--- src/pet_bus_pkg.sv ---
/*
 * Shared widths, register map and Wishbone B4 pipelined bus structs.
 * Register window at address bit 11 set, 2 KB RAM window below it.
 */

package pet_bus_pkg;

    // Bus geometry
    localparam int DATA_WIDTH     = 8;
    localparam int WB_ADDR_WIDTH  = 12;
    localparam int RAM_ADDR_WIDTH = 11;
    localparam int REG_ADDR_WIDTH = 2;
    localparam int REG_COUNT      = 4;

    // 1 selects the register file, 0 selects the RAM
    localparam int REG_SELECT_BIT = 11;

    // Register indices with two free scratch bytes at the top
    typedef enum logic [REG_ADDR_WIDTH-1:0] {
        REG_CPU       = 2'd0,
        REG_VIDEO     = 2'd1,
        REG_SCRATCH_0 = 2'd2,
        REG_SCRATCH_1 = 2'd3
    } reg_index_t;

    // REG_CPU bits
    localparam int REG_CPU_READY_BIT = 0;
    localparam int REG_CPU_RESET_BIT = 1;

    // REG_VIDEO bits
    // Graphics bit follows VIA CA2 (0 = graphics, 1 = text)
    localparam int REG_VIDEO_GRAPHICS_BIT = 0;
    localparam int REG_VIDEO_COL_80_BIT   = 1;
    localparam int REG_VIDEO_RAM_MASK_LSB = 2;
    localparam int REG_VIDEO_RAM_MASK_MSB = 3;

    // Power-on state
    // CPU held in reset and not ready
    localparam logic [DATA_WIDTH-1:0] REG_CPU_RESET_VALUE   = 8'h02;
    // 40 columns, graphics, no RAM mask
    localparam logic [DATA_WIDTH-1:0] REG_VIDEO_RESET_VALUE = 8'h00;

    // 23-bit request from the bus master
    typedef struct packed {
        logic [WB_ADDR_WIDTH-1:0] addr;
        logic [DATA_WIDTH-1:0]    data;
        logic                     we;
        logic                     cycle;
        logic                     strobe;
    } wb_req_t;

    // 10-bit response from a peripheral
    typedef struct packed {
        logic [DATA_WIDTH-1:0] data;
        logic                  stall;
        logic                  ack;
    } wb_resp_t;

endpackage

--- src/wb_address_decoder.sv ---
/*
 * Splits the 12-bit bus into register and RAM windows on address bit 11.
 * Peripherals must ack exactly one cycle after strobe for the data mux to line up.
 */

`timescale 1ns/1ns

module wb_address_decoder import pet_bus_pkg::*; (
    input  logic     wb_clock_i,
    input  logic     arst_n_i,

    // Request from the bus master
    input  wb_req_t  wb_req_i,

    // Peripheral selects
    output logic     reg_sel_o,
    output logic     ram_sel_o,

    // Peripheral responses
    input  wb_resp_t reg_resp_i,
    input  wb_resp_t ram_resp_i,

    // Merged response to the bus master
    output wb_resp_t wb_resp_o
);

    logic strobe_accepted;
    logic reg_selected;

    // Target of the strobe that is due to ack next cycle
    logic resp_from_reg_q;

    assign reg_selected = wb_req_i.addr[REG_SELECT_BIT];

    // Exactly one target is selected for every address
    assign reg_sel_o = reg_selected;
    assign ram_sel_o = ~reg_selected;

    // Stall is never raised, so any strobe inside a cycle is taken
    assign strobe_accepted = wb_req_i.cycle & wb_req_i.strobe & ~wb_resp_o.stall;

    // Remember the target for the ack cycle
    // Holds its value between strobes
    always_ff @(posedge wb_clock_i or negedge arst_n_i) begin
        if (!arst_n_i) begin
            resp_from_reg_q <= 1'b0;
        end else if (strobe_accepted) begin
            resp_from_reg_q <= reg_selected;
        end
    end

    // Response merge
    always_comb begin
        // Only one peripheral can ack in a given cycle
        wb_resp_o.ack   = reg_resp_i.ack | ram_resp_i.ack;
        wb_resp_o.stall = reg_resp_i.stall | ram_resp_i.stall;

        // Data comes from whichever block was strobed last cycle
        if (resp_from_reg_q) begin
            wb_resp_o.data = reg_resp_i.data;
        end else begin
            wb_resp_o.data = ram_resp_i.data;
        end
    end

endmodule

--- config.mk ---
export PLATFORM = sky130hd
export DESIGN_NAME = wb_address_decoder
export DESIGN_NICKNAME = d
export VERILOG_FILES = /design/src/pet_bus_pkg.sv /design/src/wb_address_decoder.sv
export SDC_FILE = /design/constraint.sdc
export NUM_CORES = 1
export LEC_CHECK = 0
export ABC_AREA = 1
export BUFFER_PORTS_ARGS = -buffer_cell sky130_fd_sc_hd__buf_2
export CORE_AREA = 8 8 45 47
export DETAILED_ROUTE_END_ITERATION = 10
export DIE_AREA = 0 0 53 55
export HOLD_SLACK_MARGIN = 0.08
export PLACE_DENSITY = 0.66
export RECOVER_POWER = 100
export SLEW_MARGIN = 0
export SYNTH_ARGS = -nofsm -noshare
export SYNTH_HDL_FRONTEND = slang
export SYNTH_SLANG_ARGS = --single-unit
--- constraint.sdc ---
create_clock -name wb_clock_i -period 2.2 [get_ports wb_clock_i]
set_input_delay 0.44 -clock wb_clock_i [delete_from_list [all_inputs] [get_ports wb_clock_i]]
set_output_delay 0.44 -clock wb_clock_i [all_outputs]
set_load 0.02 [all_outputs]
; ---- Word level (Yosys, flattened, before mapping)
; Cells that the tools add are included.
[word_totals]
register_bits = 1
output_inout_bits = 12
in_bits = 45
wordCells = 8
[op_classes]
bitwise = 6
mux = 1
[op_table]
columns = op, n
row1 = $mux W8, 1
row2 = $and A1 B1 Y1, 2
row3 = $not A1 Y1, 2
row4 = $or A1 B1 Y1, 2

; ---- Longest topological paths before layout
[logic_depth]
depth_word = 3
ltp_mapped = 5
ltp_nobuf = 5

; ---- Least setup slack after synthesis
; Ideal clock, no wire load.
[synth_path]
path_type = register to output
startpoint = register resp_from_reg_q
endpoint = output port wb_resp_o[8] in the netlist's numbering
arrival_ps = 1054
stages_incl_launch_ff = 3
n_path_buf = 1
path_slack_ps = 706
required_time_ps = 1760
cell_sequence = dfrtp_1 -> buf_6 -> o21ai_0
[synth_lines]
columns = item, line_no
row1 = start: declaration, wb_address_decoder.sv:31  ; logic resp_from_reg_q;
row2 = start signal: assignment, wb_address_decoder.sv:48  ; resp_from_reg_q <= reg_selected;
row3 = end: declaration, wb_address_decoder.sv:24  ; output wb_resp_t wb_resp_o

==> flow_results.org <==
** Clock network
- Clock-pin slew reported for the worst setup and hold paths after clock tree synthesis :: 0 ns
- Worst-Skew Late Latency :: 0 ns
- Once the clock tree was built, the setup fixing pass inserted 0 buffers.
- Number of hold buffers added after cts :: 0
- CTS-repair resized insts :: 0

** Synthesis
- For this run, the register share of the synthesized area comes to 0.135.
- The Yosys step of the flow raised 0 warnings.
- Cell area after technology mapping :: 185 um2
- Synthesized netlist cell count :: 37
- Each instance of the synthesized netlist takes up on average 5.00 um2.
- Post-Syn Nets :: 82
- After synthesis the netlist holds a flip-flop and latch count of 1.
- Yosys mapped the design onto 9 distinct sky130hd cell types.

** GRT
- Entering global routing, the biggest net connects 18 pins.
- In the global route stage, overall resource usage came out at 0.0464.
- The first global-routing pass estimated 1130 um of wire.
- Grt ovf :: 0
- The via count of the first global-routing pass came to 269.
- Number of antenna violations at the first check in global routing :: 0

** Critical path
- Worst-path cell with the longest stage delay :: sky130_fd_sc_hd__dfrtp_1
- CP Max Fanout :: 17
- The worst setup path is launched from a flip-flop.
- Walking the worst path, the cells encountered are nand2_1, o21ai_0, clkbuf_1.
- CP peak stage delay :: roughly 0.58 ns
- Req. time, crit path :: 1.76 ns
- STA puts the critical path data arrival time at 1.02 ns.
- Setup Crit Path Kind :: reg -> out
- The most critical setup path has its startpoint at resp_from_reg_q$_DFFE_PN0P_.
- The worst setup path is captured at an output port.
- Startpoint of the worst register-to-register path :: resp_from_reg_q$_DFFE_PN0P_

** Placed design
- After legalization and detailed placement, the total HPWL measured between 700 and 800 um.
- Including well taps, the total number of placed cells is 87.
- Timing analysis after detailed placement gives a worst setup slack of around 0.78 ns.
- The congestion estimate from routability-driven global placement came to about 0.67.
- Quantity of I/O buffers inserted on ports :: 36

** Power and ir drop
- Cell internal pwr :: 0.0000607 W
- The completed layout was analyzed and its total power is around 0.00014 W.
- Of the total power, the clock network draws 0.
- In this run the power density over the cells is 407 nW/um2.
- Of the total power, registers draw 0.247.
- The analysis attributes to net switching a power of 0.0000825 W.
- P_leak :: 0.218 nW
- Peak VDD IR :: between 150 and 200 uV
- Logic pwr share :: 0.753
- Of the total power, the share spent switching nets is 0.576.

** Floorplan
- The initial utilization of the core area, before any placement, comes to 0.134.
- # IOs :: 57
- Rows :: 14
- Full die area :: around 2900 um2
- The floorplan step set the die width to 53 um.
- In this run the standard cell core region covers 1380 um2.
- Height of the chip :: 55 um

** Timing
- Worst setup slack after layout :: 0.738 ns
- Measured against its own limit, the worst slew margin works out to 0.714.
- Unrepaired setup endpoints after global routing :: no
- The final number of max-transition violations is 0.
- Accumulated negative setup slack :: 0 ns
- Final Hold Viols :: 0
- Across all hold checks on the routed design, the worst slack comes to roughly 0.22 ns.
- Peak Freq :: 684 MHz
- Dividing the final minimum period by the clock period gives 0.665.
- The worst path in the final design needs a cycle of 1.46 ns, including I/O delays and setup.
- Worst Tran Pin Value :: 0.429 ns
- On the final layout, the worst clock skew is 0 ns.
- Setup violations remaining at the end of the flow were counted as 0.

** Route
- The detailed router placed around 320 vias in this run.
- Final routed wire length divided by cell count :: just over 9 um
- 1st-pass router iterations :: 2
- The detail route stage leaves a number of antenna-violating nets equal to 0.
- After detailed routing, the total wire length is 803 um.
- The first routing iteration left 2 violations.
- Post-detailed-route via-to-cell ratio :: roughly 3.6
- Number of DRC violations after detailed routing :: 0

** Layout
- From synthesis to final layout, the design area changed by 89.9%.
- More flip-flops sit in one register than any other, and that register is resp_from_reg_q.
- Number of standard cells in the layout, taps in and fillers out :: 87
- Fraction of layout instances using a drive strength above 1 :: 0.352
- Number of nets at the end of the flow :: 118
- The flip-flop count of the largest register, all copies and words added was 1.
- Top library cells by usage in the layout, fill and taps aside :: 24 x sky130_fd_sc_hd__buf_2, 12 x sky130_fd_sc_hd__nand2_1, 12 x sky130_fd_sc_hd__clkbuf_1, 11 x sky130_fd_sc_hd__inv_1, 8 x sky130_fd_sc_hd__o21ai_0
- In the final layout, the registers with the most flip-flops are resp_from_reg_q: 1 flops.
- The number of antenna diodes in the final layout is 0.
- Leaving out fill and tap cells, the most frequent cell in the layout is sky130_fd_sc_hd__buf_2.

** Worst hold path
- Type of the tightest min-delay check :: in -> async

** Flow run
- The tool flagged a number of max-cap violations equal to 0.

** Run status
- The run finished with clean final reports.
==> final cells by class <==
cell class / count / area [um2]
repair buffers: 36 / 165
inverters: 11 / 41.3
multi-input cells: 23 / 100
fillers: 170 / 1030
well taps: 16 / 20.0
flip-flops and latches: 1 / 25.0
==> power groups by stage <==
| stage | combinational (W) | clock [W] | sequential [W] |
|---|---|---|---|
| after floorplan | 0.0000799 | 0 | 0.0000270 |
| after detailed placement | 0.000117 | 0 | 0.0000361 |
| final | 0.000108 | 0 | 0.0000354 |
| after global placement | 0.000114 | 0 | 0.0000358 |
| after CTS | 0.000117 | 0 | 0.0000361 |
| after global routing | 0.000120 | 0 | 0.0000375 |
==> path summary, 6_finish.rpt <==
check | to | slack, ns | cells past startpoint
worst min-delay path | resp_from_reg_q$_DFFE_PN0P_ | 0.22 | 1
worst max register to register | resp_from_reg_q$_DFFE_PN0P_ | 1.39 | 2
worst max-delay path | wb_resp_o[2] | 0.74 | 3
min in group wb_clock_i | resp_from_reg_q$_DFFE_PN0P_ | 0.70 | 3
worst min register to register | resp_from_reg_q$_DFFE_PN0P_ | 0.73 | 2
max in group asynchronous | resp_from_reg_q$_DFFE_PN0P_ | 1.90 | 1
==> worst max-delay path: cells and delay by family, from the launching register on <==
| family | cells | cell delay (ns) |
|---|---|---|
| AOI/OAI and AO/OA | 1 | 0.10 |
| and+or+nand+nor | 1 | 0.08 |
| buffers and inverters | 1 | 0.26 |
| DFF | 1 | 0.58 |
==> Yosys cell counts <==
cell type / instances / area [um2]
sky130_fd_sc_hd__buf_6: 1 / 11.3
sky130_fd_sc_hd__nand2_1: 12 / 45.0
sky130_fd_sc_hd__nand3_1: 1 / 5.00
sky130_fd_sc_hd__o21ai_0: 8 / 40.0
sky130_fd_sc_hd__dfrtp_1: 1 / 25.0
sky130_fd_sc_hd__nor2_1: 1 / 3.75
sky130_fd_sc_hd__inv_1: 11 / 41.3
sky130_fd_sc_hd__or2_2: 1 / 6.26
sky130_fd_sc_hd__buf_4: 1 / 7.51
==> stage by stage <==
stage | instance area [um2] | util
3_3_place_gp | 367 | 0.265
2_1_floorplan | 185 | -
5_1_grt | 352 | 0.254
4_1_cts | 367 | 0.265
6_report | 352 | 0.254
3_5_place_dp | 367 | 0.265
==> metal layers <==
metal,global-route usage,routed length (um),vias to the layer above
met1,0.0485,299,116
met5,0,0,-
met4,0,0,0
li1,-,-,175
met3,0.0187,152,0
met2,0.0898,352,25
==> logic make-up after synthesis <==
family,after synthesis,share of synthesized area
and+or+nand+nor,15,0.324
buffers and inverters,13,0.324
AOI/OAI and AO/OA,8,0.216
DFF,1,0.135
Note: power is estimated with default switching activity, not from simulation.
