<file path="config.mk">
export PLATFORM = sky130hd
export DESIGN_NAME = register_file
export DESIGN_NICKNAME = d
export VERILOG_FILES = /design/src/pet_bus_pkg.sv /design/src/register_file.sv
export SDC_FILE = /design/constraint.sdc
export NUM_CORES = 1
export LEC_CHECK = 0
export CORE_UTILIZATION = 60
export CTS_BUF_LIST = sky130_fd_sc_hd__clkbuf_16
export DETAILED_ROUTE_END_ITERATION = 8
export DONT_BUFFER_PORTS = 1
export GPL_ROUTABILITY_DRIVEN = 0
export PLACE_DENSITY = 0.76
export SLEW_MARGIN = 20
export SYNTH_ARGS = -nofsm -noshare
export SYNTH_HDL_FRONTEND = slang
export SYNTH_SLANG_ARGS = --single-unit
</file>
<file path="constraint.sdc">
create_clock -name wb_clock_i -period 3.5 [get_ports wb_clock_i]
set_clock_uncertainty 0.1 [all_clocks]
set_input_delay 0.175 -clock wb_clock_i [delete_from_list [all_inputs] [get_ports wb_clock_i]]
set_output_delay 0.175 -clock wb_clock_i [all_outputs]
set_load 0.005 [all_outputs]
</file>
<file path="src/pet_bus_pkg.sv">
/*
 * Shared widths, register map and Wishbone B4 pipelined bus structs.
 * Register window at address bit 11 set, 2 KB RAM window below it.
 */

package pet_bus_pkg;

    // Bus geometry
    localparam int DATA_WIDTH     = 8;
    localparam int WB_ADDR_WIDTH  = 12;
    localparam int RAM_ADDR_WIDTH = 11;
    localparam int REG_ADDR_WIDTH = 2;
    localparam int REG_COUNT      = 4;

    // 1 selects the register file, 0 selects the RAM
    localparam int REG_SELECT_BIT = 11;

    // Register indices with two free scratch bytes at the top
    typedef enum logic [REG_ADDR_WIDTH-1:0] {
        REG_CPU       = 2'd0,
        REG_VIDEO     = 2'd1,
        REG_SCRATCH_0 = 2'd2,
        REG_SCRATCH_1 = 2'd3
    } reg_index_t;

    // REG_CPU bits
    localparam int REG_CPU_READY_BIT = 0;
    localparam int REG_CPU_RESET_BIT = 1;

    // REG_VIDEO bits
    // Graphics bit follows VIA CA2 (0 = graphics, 1 = text)
    localparam int REG_VIDEO_GRAPHICS_BIT = 0;
    localparam int REG_VIDEO_COL_80_BIT   = 1;
    localparam int REG_VIDEO_RAM_MASK_LSB = 2;
    localparam int REG_VIDEO_RAM_MASK_MSB = 3;

    // Power-on state
    // CPU held in reset and not ready
    localparam logic [DATA_WIDTH-1:0] REG_CPU_RESET_VALUE   = 8'h02;
    // 40 columns, graphics, no RAM mask
    localparam logic [DATA_WIDTH-1:0] REG_VIDEO_RESET_VALUE = 8'h00;

    // 23-bit request from the bus master
    typedef struct packed {
        logic [WB_ADDR_WIDTH-1:0] addr;
        logic [DATA_WIDTH-1:0]    data;
        logic                     we;
        logic                     cycle;
        logic                     strobe;
    } wb_req_t;

    // 10-bit response from a peripheral
    typedef struct packed {
        logic [DATA_WIDTH-1:0] data;
        logic                  stall;
        logic                  ack;
    } wb_resp_t;

endpackage

</file>
<file path="src/register_file.sv">
/*
 * Four byte registers behind a Wishbone B4 pipelined port, ack one cycle after strobe.
 * Graphics status bit is reloaded from video_graphic_i on every idle cycle.
 */

`timescale 1ns/1ns

module register_file import pet_bus_pkg::*; (
    // Wishbone peripheral side
    input  logic       wb_clock_i,
    input  logic       arst_n_i,
    input  wb_req_t    wb_req_i,
    input  logic       wb_sel_i,          // From the address decoder
    output wb_resp_t   wb_resp_o,

    // Status input from the VIA
    input  logic       video_graphic_i,

    // CPU control
    output logic       cpu_ready_o,
    output logic       cpu_reset_o,

    // Video control
    output logic       video_col_80_mode_o,
    output logic [1:0] video_ram_mask_o
);

    // Register bank
    logic [REG_COUNT-1:0][DATA_WIDTH-1:0] regs;

    logic                  ack_q;
    logic [DATA_WIDTH-1:0] rdata_q;
    logic                  access;
    reg_index_t            reg_idx;

    // Strobe addressed to this block
    assign access  = wb_sel_i & wb_req_i.cycle & wb_req_i.strobe;

    // Low address bits pick the register, upper bits alias
    assign reg_idx = reg_index_t'(wb_req_i.addr[REG_ADDR_WIDTH-1:0]);

    // Control registers and ack
    always_ff @(posedge wb_clock_i or negedge arst_n_i) begin
        if (!arst_n_i) begin
            regs[REG_CPU]       <= REG_CPU_RESET_VALUE;
            regs[REG_VIDEO]     <= REG_VIDEO_RESET_VALUE;
            regs[REG_SCRATCH_0] <= '0;
            regs[REG_SCRATCH_1] <= '0;
            ack_q               <= 1'b0;
        end else if (access) begin
            if (wb_req_i.we) begin
                regs[reg_idx] <= wb_req_i.data;
            end
            ack_q <= 1'b1;
        end else begin
            ack_q <= 1'b0;
            // No strobe this cycle so the status bit follows the VIA
            regs[REG_VIDEO][REG_VIDEO_GRAPHICS_BIT] <= video_graphic_i;
        end
    end

    // Read data
    // Old contents are returned when a write lands in the same cycle
    always_ff @(posedge wb_clock_i) begin
        if (access) begin
            rdata_q <= regs[reg_idx];
        end
    end

    // Single-cycle peripheral that never stalls
    always_comb begin
        wb_resp_o.data  = rdata_q;
        wb_resp_o.stall = 1'b0;
        wb_resp_o.ack   = ack_q;
    end

    // Pin decode
    assign cpu_ready_o         = regs[REG_CPU][REG_CPU_READY_BIT];
    assign cpu_reset_o         = regs[REG_CPU][REG_CPU_RESET_BIT];
    assign video_col_80_mode_o = regs[REG_VIDEO][REG_VIDEO_COL_80_BIT];
    assign video_ram_mask_o    = regs[REG_VIDEO][REG_VIDEO_RAM_MASK_MSB:REG_VIDEO_RAM_MASK_LSB];

endmodule

</file>
After elaboration in Yosys (flattened, before gate mapping)
Index checks and enable logic that the tools add are counted.
{"block": "classes", "magnitude_cmp": 2, "n_eq_ne": 1, "muxes": 8, "n_bitwise": 2, "reduce_logical": 2}
{"op": "$bwmux W32", "count": 1}
{"op": "$bmux W8 S2", "count": 1}
{"op": "$demux W8 S2", "count": 1}
{"op": "$mux W8", "count": 2}
{"op": "$mux W9", "count": 1}
{"op": "$lt A2 B3 Y1 const B", "count": 1}
{"op": "$and A1 B1 Y1", "count": 2}
{"op": "$ge A2 B1 Y1 const B", "count": 1}
{"op": "$mux W1", "count": 2}
{"op": "$ne A2 B2 Y1 const B", "count": 1}
{"op": "$reduce_and A2 Y1", "count": 1}
{"op": "$logic_and A1 B1 Y1", "count": 1}
{"block": "word_totals", "reg_bits": 41, "out_inout_bits": 15, "elab_cells": 22}

Longest topological paths before layout
{"block": "depth", "depth_word": 7, "ltp_mapped": 4, "depth_no_buf": 3}

Least setup slack after synthesis
Ideal clock, no wire load.
{"block": "synth_path", "path_type": "input-to-reg", "from": "input port wb_sel_i", "to": "register regs[8] (netlist name)", "setup_ns": 0.125, "arrival_time_ns": 1.127, "setup_slack_ns": 2.149, "stages": 3, "path_cell_list": "and3_1 -> mux2_2 -> mux2_2"}
{"block": "synth_via", "elab_chain_len": 3}
{"item": "start, declared", "line_no": "register_file.sv:13", "rtl": "input logic wb_sel_i,"}
{"item": "$and A1 B1 Y1 * (2 in series)", "line_no": "register_file.sv:37", "rtl": "assign access = wb_sel_i & wb_req_i.cycle & wb_req_i.strobe;"}
{"item": "$ne A2 B2 Y1 (no line) or $mux W1 (tied branches)"}
{"item": "end signal, assigned by index", "line_no": "register_file.sv:52", "rtl": "regs[reg_idx] <= wb_req_i.data;"}
{"item": "end signal, assigned by index", "line_no": "register_file.sv:58", "rtl": "regs[REG_VIDEO][REG_VIDEO_GRAPHICS_BIT] <= video_graphic_i;"}
{"item": "end, declared", "line_no": "register_file.sv:29", "rtl": "logic [REG_COUNT-1:0][DATA_WIDTH-1:0] regs;"}
Mark *: on every way between the ends. The rest lies on a longest branch, timed or not.
A chain may end at the register's enable or synchronous reset.

Worst setup path in the final report
{"block": "layout_path", "from": "register regs (netlist bit video_col_80_mode_o)", "to": "register rdata_q[1], data pin"}
{"block": "layout_via", "elab_chain_len": 2}
{"item": "$bmux W8 S2", "line_no": "register_file.sv:66", "rtl": "rdata_q <= regs[reg_idx];"}
{"item": "$mux W8 (not written as such)", "line_no": "register_file.sv:66"}
{"item": "end signal, assigned", "line_no": "register_file.sv:66"}
{"item": "end, declared", "line_no": "register_file.sv:32", "rtl": "logic [DATA_WIDTH-1:0] rdata_q;"}
No other way between the ends. The select of a mux whose other input is x is not followed.

==> summary.md <==
| Metric | Value |
|---|---|
| Initial antenna violation count | `0` |
| Fraction of synthesized area in multiplexers | `0.3119` |
| Vias per cell | `~6.1` |
| # DRC | `0` |
| Reg2reg start | `video_col_80_mode_o` |
| Worst hold path type | `in -> reg` |
| Yosys cell types | `15` |
| Power Dens Cells | `588.2 mW/mm^2` |
| Met2 Use GR | `0.3878` |
| Worst slew pin tran | `0.5074 ns` |
| Largest net degree at the start of global routing | `34` |
| CTS tree | `done` |
| Largest stage delay, worst path | `0.46 ns` |
| Global routing usage on met3 | `0.08295` |
| DR WL/cell | `21.09 um` |
| Die width | `approximately 56 um` |
| Area of the mapped netlist | `approximately 0.0018 sq mm` |
| Critical path endpoint category | `flip-flop` |
| Hold path depth | `1` |
| Reg-to-reg endpoint | `rdata_q[1]` |
| Max Freq | `0.8201 GHz` |
| DRT Wirelength | `2974 um` |
| Average cell area after synthesis | `18.05 sq um` |
| GR Layer Usage met1 | `0.2255` |
| Synth area leader | `dfrtp_1` |
| CTS resizes | `0` |
| Most common library cells after synthesis | `mux2_2 (33), dfrtp_1 (32), edfxtp_1 (8), mux4_2 (8), buf_4 (5)` |
| Vias | `867` |
| Num rows | `19` |
| DR iter-0 viols | `20` |
| Slew Viols, Final | `0` |
| Placed cell areas | `0.001759 sq mm` |
| CTS Buffer Depth | `2` |
| Hold Startpoint | `wb_req_i[12]` |
| Adder-Cell Fraction of Synth Area | `0` |
| Static Leak | `0.8430 nW` |
| Root Driver | `clkbuf_16` |
| Power consumption | `1.180 mW` |
| DR pass1 iterations | `4` |
| Worst-path cell chain | `mux4_2` |
| Synth Instances | `98` |
| Slew headroom | `0.6618` |
| Antenna cells | `0` |
| WP data arrival | `about 1.1 ns` |
| Core area | `0.002781 sq mm` |
| Number of synthesized register bits | `41` |
| Worst skew pair latency | `0.28 ns` |
| GRT Util Overall | `0.2139` |
| Final worst path period need | `between 1 and 1.5 ns` |
| Global routing's busiest layer | `met2` |
| Die area | `0.003170 sq mm` |
| Area added between synthesis and finish | `13.44%` |
| Share of post-route cells with drive strength above 1 | `0.5091` |
| Port Buffers | `0` |
| Worst VDD drop | `565.4 uV` |
| Top FF cell, synth | `dfrtp_1` |
| Final Cell Area | `0.002007 sq mm` |
| # setup viols final | `0` |
| Clock slew seen by the registers of the worst setup and hold paths | `0.06 ns` |
| # IOs | `42` |
| Compound-Gate Fraction of Synth Area | `0` |
| Dominant combinational cell family by area after synthesis | `multiplexers` |
| Critical path buffers and inverters | `0` |
| Antenna Violating Nets Remaining | `0` |
| Multi-input gate area | `653.1 sq um` |
| CTS Buf Count | `5` |
| Critical path class | `reg -> reg` |
| Clk sinks | `between 40 and 50` |
| Delay-heaviest family, CP | `multiplexers` |
| Die Y-Extent | `56.30 um` |
| Req. time, crit path | `~3.4 ns` |
| Status | `finished clean` |
| Register area | `0.001067 sq mm` |
| Post-synth EDFFs | `8` |
| Worst-case reg-to-reg path depth | `1` |
| Post-synthesis xor/xnor area fraction | `0` |
| CP max FO | `3` |
| Setup Buffers After CTS | `0` |
| Filler instances | `between 150 and 200` |
| CP startpoint kind | `flip-flop` |
| CP max-delay cell | `mux4_2` |
| Post-Syn Nets | `125` |
| Hold-critical path endpoint | `rdata_q[7]` |
| Synth warn | `0` |
| Crit share post-route | `0.3484` |
| FF-to-FF setup slack | `between 2 and 2.5 ns` |
| Register area share after synthesis | `0.6033` |
| Hold_buf cts | `10` |
| Cell with the most instances after synthesis | `mux2_2` |
| Max cap viols | `0` |
| Final setup TNS | `0 ns` |
| Dominant cells by area after synthesis | `dfrtp_1 (45%), mux2_2 (21%), edfxtp_1 (14%)` |
| Global-route wire length before repair | `4747 um` |
| Final-stage net count | `approximately 140` |
| Grt total ovfl | `0` |
| RSZ-0062 raised after global routing | `false` |
| Synth async-reset ratio | `0.8049` |
| Synth top area share | `0.4526` |
| Final hold vios | `0` |
| Vias in the first global route | `985` |
| Simple-Gate Fraction of Synth Area | `0.05516` |
| H-tree depth | `2` |
| Initial Utilization | `0.6361` |
layer usage:
metal	share of wire	vias to the layer above
met5	0	-
met4	0.012	0
met3	0.041	4
met2	0.55	21
met1	0.39	455
li1	-	387
layout make-up:
cell class              count  area share
clock inverters             3    0.006234
clock buffers               5     0.06234
well taps                  31     0.01933
repair buffers             10     0.05486
multi-input cells          51      0.3254
flip-flops and latches     41      0.5318
registers in the layout (all words and copies together) (netlist names):
name	count
ack_q	1
cpu_ready_o	1
cpu_reset_o	1
rdata_q	8
regs	27
video_col_80_mode_o	1
video_ram_mask_o	2
how the worst max path moves through the flow:
stage,start,end,slack (ns),cells after the start
after floorplan,wb_sel_i,regs[8],2.15,3
after global placement,wb_sel_i,regs[8],2.01,3
after detailed placement,wb_sel_i,regs[8],1.98,3
after CTS,video_ram_mask_o[0],rdata_q[2],2.28,1
after global routing,wb_sel_i,regs[8],2.24,3
final,video_col_80_mode_o,rdata_q[1],2.28,1
metrics by stage:
| step | util | instances | worst slack (ns) | hold WS, ns |
|---|---|---|---|---|
| floorplan | - | 98 | 2.149 | -0.2206 |
| global placement | 0.6325 | 123 | 2.009 | -0.2199 |
| detailed placement | 0.6325 | 123 | 1.982 | -0.2196 |
| CTS | 0.7215 | 141 | 2.277 | 0.03991 |
| global route | 0.7215 | 141 | 2.241 | 0.04134 |
| finish | 0.7215 | 141 | 2.281 | 0.04826 |
placed cells by master (no fill, tap or decap):
cell           netlist  routed
and3_1               1       1
buf_12               0       1
clkbuf_16            0       5
clkinv_1             0       2
clkinv_2             0       1
conb_1               1       1
dfrtp_1             32      32
dfstp_2              1       1
dlygate4sd3_1        0       9
edfxtp_1             8       8
mux2_2              33      33
mux4_2               8       8
nand2_2              1       1
nand2b_4             1       1
nand3_2              1       1
nand4_1              1       1
nor2_4               2       2
nor3_4               2       2
cells by family (layout without fill, tap and decap cells):
family	count (synthesis)	count (layout)
buffers and inverters	6	18
muxes	41	41
and+or+nand+nor	9	9
other	1	1
DFF	41	41
where the power goes:
part	internal (mW)	switching [mW]	total [mW]	leakage, nW
registers	0.572	0.0428	0.614	0.494
clock network	0.257	0.170	0.428	0.0687
logic	0.0957	0.0428	0.139	0.280
total	0.925	0.256	1.18	0.843
(Power assumes the default switching activity.)
